`config.mk`:
```
export PLATFORM = sky130hd
export DESIGN_NAME = uart_top
export DESIGN_NICKNAME = d
export VERILOG_FILES = /design/src/rtl/uart_pkg.sv /design/src/rtl/wb_pkg.sv /design/src/rtl/uart_top.sv /design/src/rtl/uart_tx_fifo.sv /design/src/rtl/uart_txd.sv /design/src/rtl/uart_wb_regs.sv
export SDC_FILE = /design/constraint.sdc
export NUM_CORES = 1
export LEC_CHECK = 0
export ABC_AREA = 1
export ABC_CLOCK_PERIOD_IN_PS = 2950
export BUFFER_PORTS_ARGS = -buffer_cell sky130_fd_sc_hd__clkbuf_2
export CORE_MARGIN = 8
export CORE_UTILIZATION = 55
export DETAILED_ROUTE_END_ITERATION = 10
export PLACE_DENSITY = 0.77
export SETUP_SLACK_MARGIN = 0.05
export SLEW_MARGIN = 40
export SYNTH_ARGS = -nofsm -noshare
export SYNTH_HDL_FRONTEND = slang
export SYNTH_SLANG_ARGS = --single-unit
```
`constraint.sdc`:
```
create_clock -name SYS_CLK -period 2.95 [get_ports SYS_CLK]
set_input_delay 0.295 -clock SYS_CLK [delete_from_list [all_inputs] [get_ports SYS_CLK]]
set_output_delay 0.295 -clock SYS_CLK [all_outputs]
set_load 0.02 [all_outputs]
```
`src/rtl/uart_pkg.sv`:
```
package uart_pkg;

	// --------------------------------------------------
	// serial side types
	// --------------------------------------------------

	// one character on the wire
	typedef logic [7:0] uart_byte_t;

	// position inside a frame, 0 is the start bit
	typedef logic [3:0] uart_bit_cnt_t;

	// start + 8 data + 1 stop
	localparam uart_bit_cnt_t uart_frame_bits = 4'd10;

	// --------------------------------------------------
	// transmitter fsm
	// --------------------------------------------------

	typedef enum logic [1:0] {
		tx_idle  = 2'd0,	// line high, waiting for a request
		tx_latch = 2'd1,	// capture the byte
		tx_send  = 2'd2	// shifting the frame out
	} tx_state_t;

endpackage

```
`src/rtl/wb_pkg.sv`:
```
package wb_pkg;

	// --------------------------------------------------
	// bus widths
	// --------------------------------------------------

	typedef logic [1:0]  wb_addr_t;	// word address, four slots
	typedef logic [31:0] wb_data_t;	// bus word

	// --------------------------------------------------
	// register map
	// --------------------------------------------------

	localparam wb_addr_t reg_txdata = 2'd0;	// write only, low byte queued
	localparam wb_addr_t reg_status = 2'd1;	// read only

	// status word bit positions
	localparam int stat_empty = 0;	// fifo has nothing queued
	localparam int stat_full  = 1;	// fifo cannot take a byte
	localparam int stat_busy  = 2;	// serializer mid frame

endpackage

```
`src/rtl/uart_top.sv`:
```
`timescale 1ns/1ps

module uart_top import wb_pkg::*, uart_pkg::*; #(
	parameter int CLK_DIV    = 434,	// cycles per bit
	parameter int FIFO_DEPTH = 8	// transmit queue slots
) (
	input  logic     SYS_CLK,
	input  logic     RST_N,
	input  logic     wb_cyc,
	input  logic     wb_stb,
	input  logic     wb_we,
	input  wb_addr_t wb_adr,
	input  wb_data_t wb_dat_w,
	output wb_data_t wb_dat_r,
	output logic     wb_ack,
	output logic     txd
);

	// --------------------------------------------------
	// internal nets
	// --------------------------------------------------

	logic       push;	// regs to fifo
	uart_byte_t push_data;
	logic       full;	// fifo to regs
	logic       empty;
	logic       tx_req;	// fifo to serializer
	uart_byte_t tx_data;
	logic       tx_ready;	// serializer to fifo
	logic       tx_busy;	// serializer to regs

	uart_wb_regs u_regs (
		.SYS_CLK   (SYS_CLK),
		.RST_N     (RST_N),
		.wb_cyc    (wb_cyc),
		.wb_stb    (wb_stb),
		.wb_we     (wb_we),
		.wb_adr    (wb_adr),
		.wb_dat_w  (wb_dat_w),
		.full      (full),
		.empty     (empty),
		.tx_busy   (tx_busy),
		.wb_dat_r  (wb_dat_r),
		.wb_ack    (wb_ack),
		.push      (push),
		.push_data (push_data)
	);

	uart_tx_fifo #(
		.FIFO_DEPTH (FIFO_DEPTH)
	) u_fifo (
		.SYS_CLK   (SYS_CLK),
		.RST_N     (RST_N),
		.push      (push),
		.push_data (push_data),
		.tx_ready  (tx_ready),
		.full      (full),
		.empty     (empty),
		.tx_req    (tx_req),
		.tx_data   (tx_data)
	);

	uart_txd #(
		.CLK_DIV (CLK_DIV)
	) u_txd (
		.SYS_CLK  (SYS_CLK),
		.RST_N    (RST_N),
		.tx_req   (tx_req),
		.tx_data  (tx_data),
		.txd      (txd),
		.tx_ready (tx_ready),
		.tx_busy  (tx_busy)
	);

endmodule

```
`src/rtl/uart_tx_fifo.sv`:
```
`timescale 1ns/1ps

module uart_tx_fifo import uart_pkg::*; #(
	parameter int FIFO_DEPTH = 8	// power of two
) (
	input  logic       SYS_CLK,
	input  logic       RST_N,
	input  logic       push,
	input  uart_byte_t push_data,
	input  logic       tx_ready,	// serializer idle
	output logic       full,
	output logic       empty,
	output logic       tx_req,	// one cycle pulse
	output uart_byte_t tx_data	// held until next request
);

	localparam int PTR_W = (FIFO_DEPTH > 1) ? $clog2(FIFO_DEPTH) : 1;

	// --------------------------------------------------
	// storage and pointers
	// --------------------------------------------------

	uart_byte_t       mem [FIFO_DEPTH];
	logic [PTR_W-1:0] wr_ptr;	// wraps on its own
	logic [PTR_W-1:0] rd_ptr;
	logic [PTR_W:0]   count;	// one extra bit for full
	logic             pop;

	assign full  = (count == (PTR_W+1)'(FIFO_DEPTH));
	assign empty = (count == '0);

	// skip a cycle after each request so ready can drop
	assign pop = ~empty & tx_ready & ~tx_req;

	always_ff @(posedge SYS_CLK) begin
		if (push) begin
			mem[wr_ptr] <= push_data;
		end
		if (pop) begin
			tx_data <= mem[rd_ptr];	// head byte goes out with req
		end
	end

	always_ff @(posedge SYS_CLK or negedge RST_N) begin
		if (!RST_N) begin
			wr_ptr <= '0;
			rd_ptr <= '0;
			count  <= '0;
			tx_req <= 1'b0;
		end else begin
			tx_req <= pop;
			if (push) begin
				wr_ptr <= wr_ptr + 1'b1;
			end
			if (pop) begin
				rd_ptr <= rd_ptr + 1'b1;
			end
			case ({push, pop})
				2'b10:   count <= count + 1'b1;
				2'b01:   count <= count - 1'b1;
				default: count <= count;	// none or both
			endcase
		end
	end

endmodule

```
`src/rtl/uart_txd.sv`:
```
`timescale 1ns/1ps

module uart_txd import uart_pkg::*; #(
	parameter int CLK_DIV = 434	// clock cycles per bit
) (
	input  logic       SYS_CLK,
	input  logic       RST_N,
	input  logic       tx_req,
	input  uart_byte_t tx_data,
	output logic       txd,	// serial line, idles high
	output logic       tx_ready,
	output logic       tx_busy
);

	localparam int CNT_W = (CLK_DIV > 1) ? $clog2(CLK_DIV) : 1;
	localparam logic [CNT_W-1:0] CNT_END = CNT_W'(CLK_DIV - 1);

	tx_state_t        state;
	tx_state_t        state_n;
	logic [CNT_W-1:0] baud_cnt;
	logic             baud_wrap;	// last cycle of a bit
	uart_bit_cnt_t    bit_cnt;	// 0 start, 1..8 data, 9 stop
	uart_byte_t       tx_byte;	// captured character

	// level of a given frame position
	function automatic logic frame_bit(input uart_bit_cnt_t pos, input uart_byte_t data);
		logic b;
		if (pos == '0) begin
			b = 1'b0;	// start
		end else if (pos <= 4'd8) begin
			b = data[3'(pos - 4'd1)];	// lsb first
		end else begin
			b = 1'b1;	// stop
		end
		return b;
	endfunction

	// --------------------------------------------------
	// baud and bit counters
	// --------------------------------------------------

	assign baud_wrap = (state == tx_send) && (baud_cnt == CNT_END);

	always_ff @(posedge SYS_CLK or negedge RST_N) begin
		if (!RST_N) begin
			baud_cnt <= '0;
			bit_cnt  <= '0;
		end else if (state == tx_send) begin
			if (baud_wrap) begin
				baud_cnt <= '0;
				bit_cnt  <= bit_cnt + 1'b1;	// next frame position
			end else begin
				baud_cnt <= baud_cnt + 1'b1;
			end
		end else begin
			baud_cnt <= '0;	// only counts while sending
			bit_cnt  <= '0;
		end
	end

	// --------------------------------------------------
	// state machine
	// --------------------------------------------------

	always_ff @(posedge SYS_CLK or negedge RST_N) begin
		if (!RST_N) begin
			state <= tx_idle;
		end else begin
			state <= state_n;
		end
	end

	always_comb begin
		case (state)
			tx_idle:  state_n = tx_req ? tx_latch : tx_idle;
			tx_latch: state_n = tx_send;
			tx_send: begin
				if (baud_wrap && (bit_cnt == uart_frame_bits - 4'd1)) begin
					state_n = tx_idle;	// stop bit done
				end else begin
					state_n = tx_send;
				end
			end
			default:  state_n = tx_idle;
		endcase
	end

	// --------------------------------------------------
	// data capture and line driver
	// --------------------------------------------------

	always_ff @(posedge SYS_CLK) begin
		if (state == tx_latch) begin
			tx_byte <= tx_data;	// fifo holds it through latch
		end
	end

	always_ff @(posedge SYS_CLK or negedge RST_N) begin
		if (!RST_N) begin
			txd <= 1'b1;
		end else if (state_n != tx_send) begin
			txd <= 1'b1;	// idle line
		end else if (state != tx_send) begin
			txd <= 1'b0;	// entering send, start bit
		end else if (baud_wrap) begin
			txd <= frame_bit(bit_cnt + 1'b1, tx_byte);	// load next bit
		end
	end

	assign tx_ready = (state == tx_idle);
	assign tx_busy  = (state != tx_idle);	// latch through stop

endmodule

```
`src/rtl/uart_wb_regs.sv`:
```
`timescale 1ns/1ps

module uart_wb_regs import wb_pkg::*, uart_pkg::*; (
	input  logic       SYS_CLK,
	input  logic       RST_N,
	input  logic       wb_cyc,
	input  logic       wb_stb,
	input  logic       wb_we,
	input  wb_addr_t   wb_adr,
	input  wb_data_t   wb_dat_w,
	input  logic       full,	// fifo back-pressure
	input  logic       empty,
	input  logic       tx_busy,
	output wb_data_t   wb_dat_r,
	output logic       wb_ack,
	output logic       push,	// one cycle, same as ack
	output uart_byte_t push_data
);

	// --------------------------------------------------
	// request decode
	// --------------------------------------------------

	logic     req;	// cyc and stb together
	logic     wr_tx;	// write aimed at the txdata slot
	logic     go;	// answer this request now
	logic     served;	// already acked, wait for stb low
	wb_data_t status;	// assembled status word
	wb_data_t rd_data;	// read mux output

	assign req   = wb_cyc & wb_stb;
	assign wr_tx = wb_we & (wb_adr == reg_txdata);

	// hold off a txdata write while the fifo is full
	assign go = req & ~served & ~(wr_tx & full);

	// --------------------------------------------------
	// read data
	// --------------------------------------------------

	always_comb begin
		status             = '0;
		status[stat_empty] = empty;
		status[stat_full]  = full;
		status[stat_busy]  = tx_busy;
	end

	// unmapped and write only slots read back zero
	assign rd_data = (wb_adr == reg_status) ? status : '0;

	// --------------------------------------------------
	// handshake
	// --------------------------------------------------

	always_ff @(posedge SYS_CLK or negedge RST_N) begin
		if (!RST_N) begin
			wb_ack <= 1'b0;
			served <= 1'b0;
			push   <= 1'b0;
		end else begin
			wb_ack <= go;	// exactly one cycle
			push   <= go & wr_tx;	// lands with ack
			if (req) begin
				served <= served | go;
			end else begin
				served <= 1'b0;	// stb dropped, rearm
			end
		end
	end

	// payload, only meaningful alongside ack or push
	always_ff @(posedge SYS_CLK) begin
		if (go) begin
			wb_dat_r  <= wb_we ? '0 : rd_data;
			push_data <= wb_dat_w[7:0];	// low byte only
		end
	end

endmodule

```
==> flow_summary.json, run 1 <==
{
  "wl_per_cell_um": 15.05,
  "path_cells": "inv_1 -> nand3_1 -> nand3_1 -> inv_1 -> ha_1 -> ha_1 -> a21oi_1 -> nand2_1 -> xnor2_1 -> nand2_1 -> nand2_1",
  "drt-initial-drc-count": 237,
  "hold_ws_ns": 0.06598,
  "rsz0062_at_grt": "no",
  "p_leak_nw": 2.430,
  "ys_seq_area_frac": 0.6695,
  "clkTransAtPathRegs_ns": 0.06,
  "post_cts_buffers": 0,
  "clk-insertion-delay-late_ns": 0.52,
  "max_slew_margin": 0.4591,
  "asyncSetResetFlopFracSynth": 0.2479,
  "cts-root-buf": "clkbuf_8",
  "htreeDepth": 4,
  "fin_setup_tns_ns": 0,
  "dp_cells": 584,
  "die_x_um": 113.3,
  "hp-start": "wb_stb",
  "critPathMaxStageDelay_ns": 0.42,
  "synth.avg_cell_area_sq_um": 11.24,
  "crit_top_cell": "nand2_1",
  "finalSetupViolCount": 0,
  "via_per_inst": 5.275,
  "antenna_found_initial": 0,
  "power.share.switching": 0.3221,
  "drc": 0,
  "run_status": "finished, final reports clean",
  "synth_cells": 463,
  "syn2layout_area_growth_pct": 14.28,
  "grt-ovfl-total": 0,
  "firstDrtPassIters": 4,
  "final_common_cell": "edfxtp_1",
  "dieArea_sq_um": 12830,
  "grtUsageTotal": 0.1563,
  "tritoncts": "done",
  "seqPwrFrac": 0.423,
  "endpoint": "u_fifo.count[3]$_DFFE_PN0P_",
  "grt_pass1_vias": 3254,
  "path_class": "register to register",
  "r2r_setup_slack_ns": 0.84,
  "path_max_fanout": 4,
  "ant_nets": 0,
  "reg2reg_from": "u_fifo.count[0]$_DFFE_PN0P_",
  "nFillCells": 642,
  "dp_hpwl_um": 5773,
  "cp-start-kind": "register",
  "fin_worst_skew_ns": 0.008194,
  "arrival_ns": 2.51,
  "grt_busiest_layer": "met2",
  "maxCapViolCount": 0,
  "use_met3": 0.05431,
  "max_freq_ghz": 0.4750,
  "drive_gt1_frac": 0.1420,
  "port_buffers": 19,
  "p_per_area_nw_per_um2": 865.5,
  "synth_edf_count": 91,
  "initial_core_util": 0.5660,
  "drt_wl_total_um": 9407,
  "hold_path_class": "input pin to register",
  "worstSetupStartpoint": "u_fifo.count[0]$_DFFE_PN0P_",
  "grt_use_met1": 0.1607,
  "pwr-share-comb": 0.192,
  "critPathCaptureType": "register",
  "cp_data_required_time_ns": 3.36,
  "synth-seq-cells": 121,
  "synth_cell_types": 34,
  "antennaDiodeCount": 0,
  "post-route-min-period_ns": 2.105,
  "core_area_sq_um": 9196,
  "yosysWarnings": 0,
  "finalHoldViolCount": 0,
  "grt_max_degree": 35,
  "period_share": 0.7136,
  "nNetsFinal": 550,
  "postLayoutCoreUtil": 0.6468,
  "intPower_mw": 3.490,
  "slowest_stage": "dfrtp_1",
  "clock_sinks": 121,
  "worst_r2r_endpoint": "u_fifo.count[3]$_DFFE_PN0P_",
  "layout.cells.non_filler": 625,
  "dr_total_vias": 3297,
  "worst_pin_slew_ns": 0.8084,
  "slew_violations": 0,
  "syn-cell-area_sq_um": 5205,
  "cts_made_buffers": 17,
  "die_y_um": 113.3,
  "p_switching_mw": 1.658,
  "reg2reg_depth": 11,
  "grt_use_met2": 0.2778,
  "total_power_mw": 5.148,
  "clkPwrFrac": 0.385,
  "clock_path_buffers": 2,
  "final_cell_mix": "edfxtp_1, nand2_1, nor2_1",
  "grt_first_pass_wirelength_um": 15380,
  "fp-row-count": 35,
  "peakVddDrop_mv": 0.5706,
  "ios": 73,
  "gp_congestion": 0.7939,
  "synthFlopType": "edfxtp_1"
}
-- stage by stage --
stage | setup slack, ns | cell area (sq um)
3_5_place_dp | 0.9028 | 5284
4_1_cts | 0.8530 | 5946
6_report | 0.8449 | 5948
2_1_floorplan | 0.9401 | 5310
3_3_place_gp | 0.9787 | 5283
5_1_grt | 0.7332 | 5948
-- per-layer routing --
| metal | up-vias | part of all wire |
|---|---|---|
| met3 | 19 | 0.066 |
| met4 | 0 | 0.016 |
| li1 | 1578 | - |
| met2 | 99 | 0.52 |
| met5 | - | 0 |
| met1 | 1601 | 0.40 |
-- cell usage after synthesis (4+ instances only) --
master / count / area (sq um)
nor2_2: 4 / 25.02
buf_2: 8 / 40.04
inv_1: 29 / 108.9
xnor2_1: 4 / 35.03
nand2_2: 4 / 25.02
edfxtp_1: 91 / 2733
nand3_1: 19 / 95.09
o21ai_0: 25 / 125.1
buf_4: 31 / 232.7
o21ai_1: 29 / 145.1
ha_1: 9 / 112.6
nand2_1: 77 / 289.0
nor2_1: 74 / 277.8
a21oi_1: 6 / 30.03
dfrtp_1: 29 / 725.7
-- kinds of logic (layout without fill, tap and decap cells) --
group                    Yosys count  count (layout)  synth area share
AO/OA/AOI/OAI                     64              64           0.06298
AND/OR/NAND/NOR                  187             187            0.1507
flip-flops                       121             121            0.6695
other                              1              29         0.0007205
buffers and inverters             73              96           0.07885
adder cells (fa/ha/maj)           10              10           0.02548
XOR/XNOR                           7               7           0.01178
-- power groups by stage --
stage                     logic [mW]  clock network, mW  registers (mW)
after detailed placement       0.962                  0            2.20
after CTS                      0.991               2.00            2.17
after global placement         0.916                  0            2.19
after global routing            1.14               2.08            2.20
after floorplan                0.834                  0            2.14
final                          0.990               1.98            2.18
-- state kept, by name, summed over array words and instances, names as in the netlist, 4 cells and up --
name	count
u_txd.bit_cnt	4
u_regs.push_data	8
u_fifo.tx_data	8
u_fifo.count	4
u_fifo.mem	64
u_txd.tx_byte	8
u_txd.baud_cnt	9
-- cell type report --
cell class                 instances  area, sq um  area share
inverter                          33        126.4     0.02125
tap                              111        138.9     0.02335
clock buffer                      17        414.1     0.06963
multi-input combinational        297         1418      0.2383
clock inverter                    15        157.7     0.02650
timing repair buffer              31        207.7     0.03492
sequential                       121         3486      0.5860
-- worst min path at each step --
| stage | end | slack (ns) | depth (start not counted) |
|---|---|---|---|
| after floorplan | u_fifo.count[0]$_DFFE_PN0P_ | -0.0006 | 0 |
| after global placement | u_txd.baud_cnt[8]$_DFF_PN0_ | 0.38 | 1 |
| after detailed placement | u_txd.baud_cnt[3]$_DFF_PN0_ | 0.40 | 1 |
| after CTS | u_regs.served$_DFF_PN0_ | 0.05 | 5 |
| after global routing | u_regs.served$_DFF_PN0_ | 0.07 | 5 |
| final | u_regs.served$_DFF_PN0_ | 0.07 | 5 |
-- critical path: cells and delay by family, from the launching register on --
family / cells / cell delay (ns)
adder cells (fa/ha/maj): 2 / 0.58
AND/OR/NAND/NOR: 5 / 0.46
flip-flops: 1 / 0.42
buffers and inverters: 2 / 0.23
AO/OA/AOI/OAI: 1 / 0.17
XOR/XNOR: 1 / 0.13
-- repair_timing --
action,CTS,global route
hold buffers,9,0
endpoints found under the hold margin,37,0
gates resized for setup,0,0
Note: power is estimated with default switching activity, not from simulation.
==> inputs of run 2 (changes only) <==
Settings changed: ABC_AREA 1 to 0, ABC_CLOCK_PERIOD_IN_PS 2950 to 1800, CORE_UTILIZATION 55 to 51, PLACE_DENSITY 0.77 to 0.75.
Clock period 2.95 ns to 1.8 ns, I/O delays scaled along.
==> run 2 against run 1 <==
Compared with the run above:
- the flow now finishes with violations (setup timing)
- clock power is 61% higher
- via count is 17% lower
- worst hold slack better by 0.016 ns
- routed wire length is 6.2% lower
- core utilization is 0.88 points lower
- highest routed layer unchanged
==> flow_summary.json, run 2 <==
{
  "period_share": 1.127,
  "ant_nets": 0,
  "cp_data_required_time_ns": 2.23,
  "firstDrtPassIters": 4,
  "gp_congestion": 0.7508,
  "run_status": "complete, but fails checks",
  "worst_pin_slew_ns": 0.6781,
  "cts-root-buf": "clkbuf_8",
  "dp_hpwl_um": 5502,
  "synth_largest_area_cell": "edfxtp_1",
  "largest_registers": "u_fifo.mem: 64 flops, u_txd.baud_cnt: 9 flops",
  "clock_sinks": 121,
  "grt_pass1_vias": 2781,
  "syn-cell-area_sq_um": 5150,
  "synth_area_leaders": "edfxtp_1, dfrtp_1, mux4_2, buf_4, mux2_2",
  "nNetsFinal": 437,
  "yosysWarnings": 0,
  "antenna_found_initial": 0,
  "max_slew_margin": 0.5479,
  "ys_top_cells_by_count": "edfxtp_1, buf_4, dfrtp_1, nor2_1, mux4_2",
  "synthFlopType": "edfxtp_1",
  "die_y_um": 116.5,
  "final_common_cell": "edfxtp_1",
  "synth_top_area_frac": 0.5306,
  "clkTransAtPathRegs_ns": 0.06,
  "hp-start": "wb_adr[0]",
  "finalSetupViolCount": 3,
  "drive_gt1_frac": 0.3117,
  "grt_max_degree": 31,
  "setup_ws_ns": -0.2284,
  "arrival_ns": 2.46,
  "via_per_inst": 5.103,
  "grt-ovfl-total": 0,
  "p_leak_nw": 2.363,
  "final_area_sq_um": 6236,
  "dr_total_vias": 2725,
  "tritoncts": "done",
  "drt_wl_total_um": 8825,
  "grt_first_pass_wirelength_um": 13800,
  "p_per_area_nw_per_um2": 1489,
  "synth_edf_count": 91,
  "reg2reg_from": "u_fifo.count[2]$_DFFE_PN0P_",
  "wl_per_cell_um": 16.53,
  "ios": 73,
  "nFillCells": 709,
  "regMostFlops": "u_fifo.mem",
  "htreeDepth": 4,
  "antennaDiodeCount": 0,
  "synth_cell_types": 52,
  "register_area_sq_um": 3485,
  "clock_path_buffers": 2,
  "asyncSetResetFlopFracSynth": 0.2479,
  "critPathMaxStageDelay_ns": 0.41,
  "syn2layout_area_growth_pct": 21.09,
  "finalHoldViolCount": 0,
  "cp-start-kind": "register",
  "die_x_um": 116.5,
  "max_freq_ghz": 0.4930,
  "cts_made_buffers": 17,
  "drt-initial-drc-count": 234,
  "hold_path_class": "input pin to register",
  "multi_input_area_sq_um": 1509,
  "core_area_sq_um": 9774,
  "maxCapViolCount": 0,
  "largest_reg_flops": 64,
  "port_buffers": 19,
  "placed_cell_area_sq_um": 5497,
  "initial_core_util": 0.5269,
  "r2r_setup_slack_ns": -0.23,
  "slowest_stage": "dfrtp_1",
  "path_class": "register to register",
  "drc": 0,
  "synth-seq-cells": 121,
  "final_cell_mix": "edfxtp_1, nor2_1, conb_1, dfrtp_1, buf_4",
  "worstSetupStartpoint": "u_fifo.count[2]$_DFFE_PN0P_",
  "synth.avg_cell_area_sq_um": 16.14,
  "fp-row-count": 36,
  "post-route-min-period_ns": 2.028,
  "ys_seq_area_frac": 0.6766,
  "dieArea_sq_um": 13570,
  "postLayoutCoreUtil": 0.6380,
  "clk-insertion-delay-late_ns": 0.52,
  "critPathCaptureType": "register",
  "rsz0062_at_grt": "yes",
  "path_cells": "nor3_4 -> a2111oi_4 -> ha_2 -> ha_4 -> a21o_1 -> a21oi_2 -> mux2i_1 -> xnor2_1",
  "synth_cells": 319,
  "fin_worst_skew_ns": 0.008577,
  "grtUsageTotal": 0.1410,
  "yosysMostFrequentCell": "edfxtp_1",
  "peakVddDrop_mv": 0.9586,
  "slew_violations": 0,
  "path_max_fanout": 3,
  "violations": "setup timing"
}
[run 2: cells by family after synthesis]
kind of cell    count (synthesis)  synth area share
compound gates                 13           0.02236
xor+xnor                       17           0.02891
fa+ha+maj                      10           0.02575
buf+inv                        47           0.05977
flops                         121            0.6766
mux                            33            0.1059
other cells                     1         0.0007282
simple gates                   77           0.07993
[run 2: final timing paths]
check	cells after the start	end
setup / recovery	8	u_fifo.count[3]$_DFFE_PN0P_
hold / removal	5	u_regs.served$_DFF_PN0_
setup reg to reg	8	u_fifo.count[3]$_DFFE_PN0P_
hold reg to reg	0	u_txd.tx_byte[4]$_DFFE_PN_
max in group asynchronous	2	u_fifo.count[3]$_DFFE_PN0P_
min in group asynchronous	2	u_txd.baud_cnt[2]$_DFF_PN0_
[run 2: power breakdown]
| group | total (mW) | internal, mW | switching (mW) | leakage, nW |
|---|---|---|---|---|
| registers | 3.73 | 3.47 | 0.259 | 1.22 |
| logic | 2.38 | 1.27 | 1.11 | 0.877 |
| clock network | 3.18 | 1.97 | 1.21 | 0.268 |
[run 2: per-stage QoR]
step | worst slack (ns) | power (mW) | hold WS, ns | cells | TNS [ns]
2_1_floorplan | -0.5746 | 5.416 | -0.1156 | 347 | -1.543
3_3_place_gp | -0.1356 | 5.946 | 0.2754 | 486 | -1.478
3_5_place_dp | -0.2557 | 6.035 | 0.2826 | 486 | -0.6121
5_1_grt | -0.3230 | 9.714 | 0.07563 | 534 | -0.8641
6_report | -0.2284 | 9.287 | 0.08201 | 534 | -0.6668
4_1_cts | -0.2525 | 9.312 | 0.03116 | 532 | -0.6109
[run 2: timing repair]
item,in CTS,in global routing
endpoints found under the setup margin,3,15
endpoints found under the hold margin,39,0
hold buffers,13,0
resized for setup,2,3
pin swaps,1,1
buffers inserted,1,2
[run 2: area by class of cell]
type,count,area share
well taps,133,0.02669
clock buffers,18,0.06701
repair buffers,61,0.07765
flip-flops and latches,121,0.5588
clock inverters,14,0.02307
multi-input cells,179,0.2420
inverters,8,0.004815
[run 2: critical path, delay by kind of cell (launching register included)]
kind,cells,cell delay [ns]
mux,1,0.23
flops,1,0.41
simple gates,1,0.07
xor+xnor,1,0.14
compound gates,3,0.61
fa+ha+maj,2,0.48
[run 2: per-layer routing]
metal  global-route usage  wire length [um]  part of all wire  vias to the layer above
met3              0.05222               521             0.059                       18
met4              0.07087               197             0.022                        0
li1                     -                 -                 -                     1251
met5                    0                 0                 0                        -
met1               0.1532              3588              0.41                     1373
met2               0.2384              4519              0.51                       83
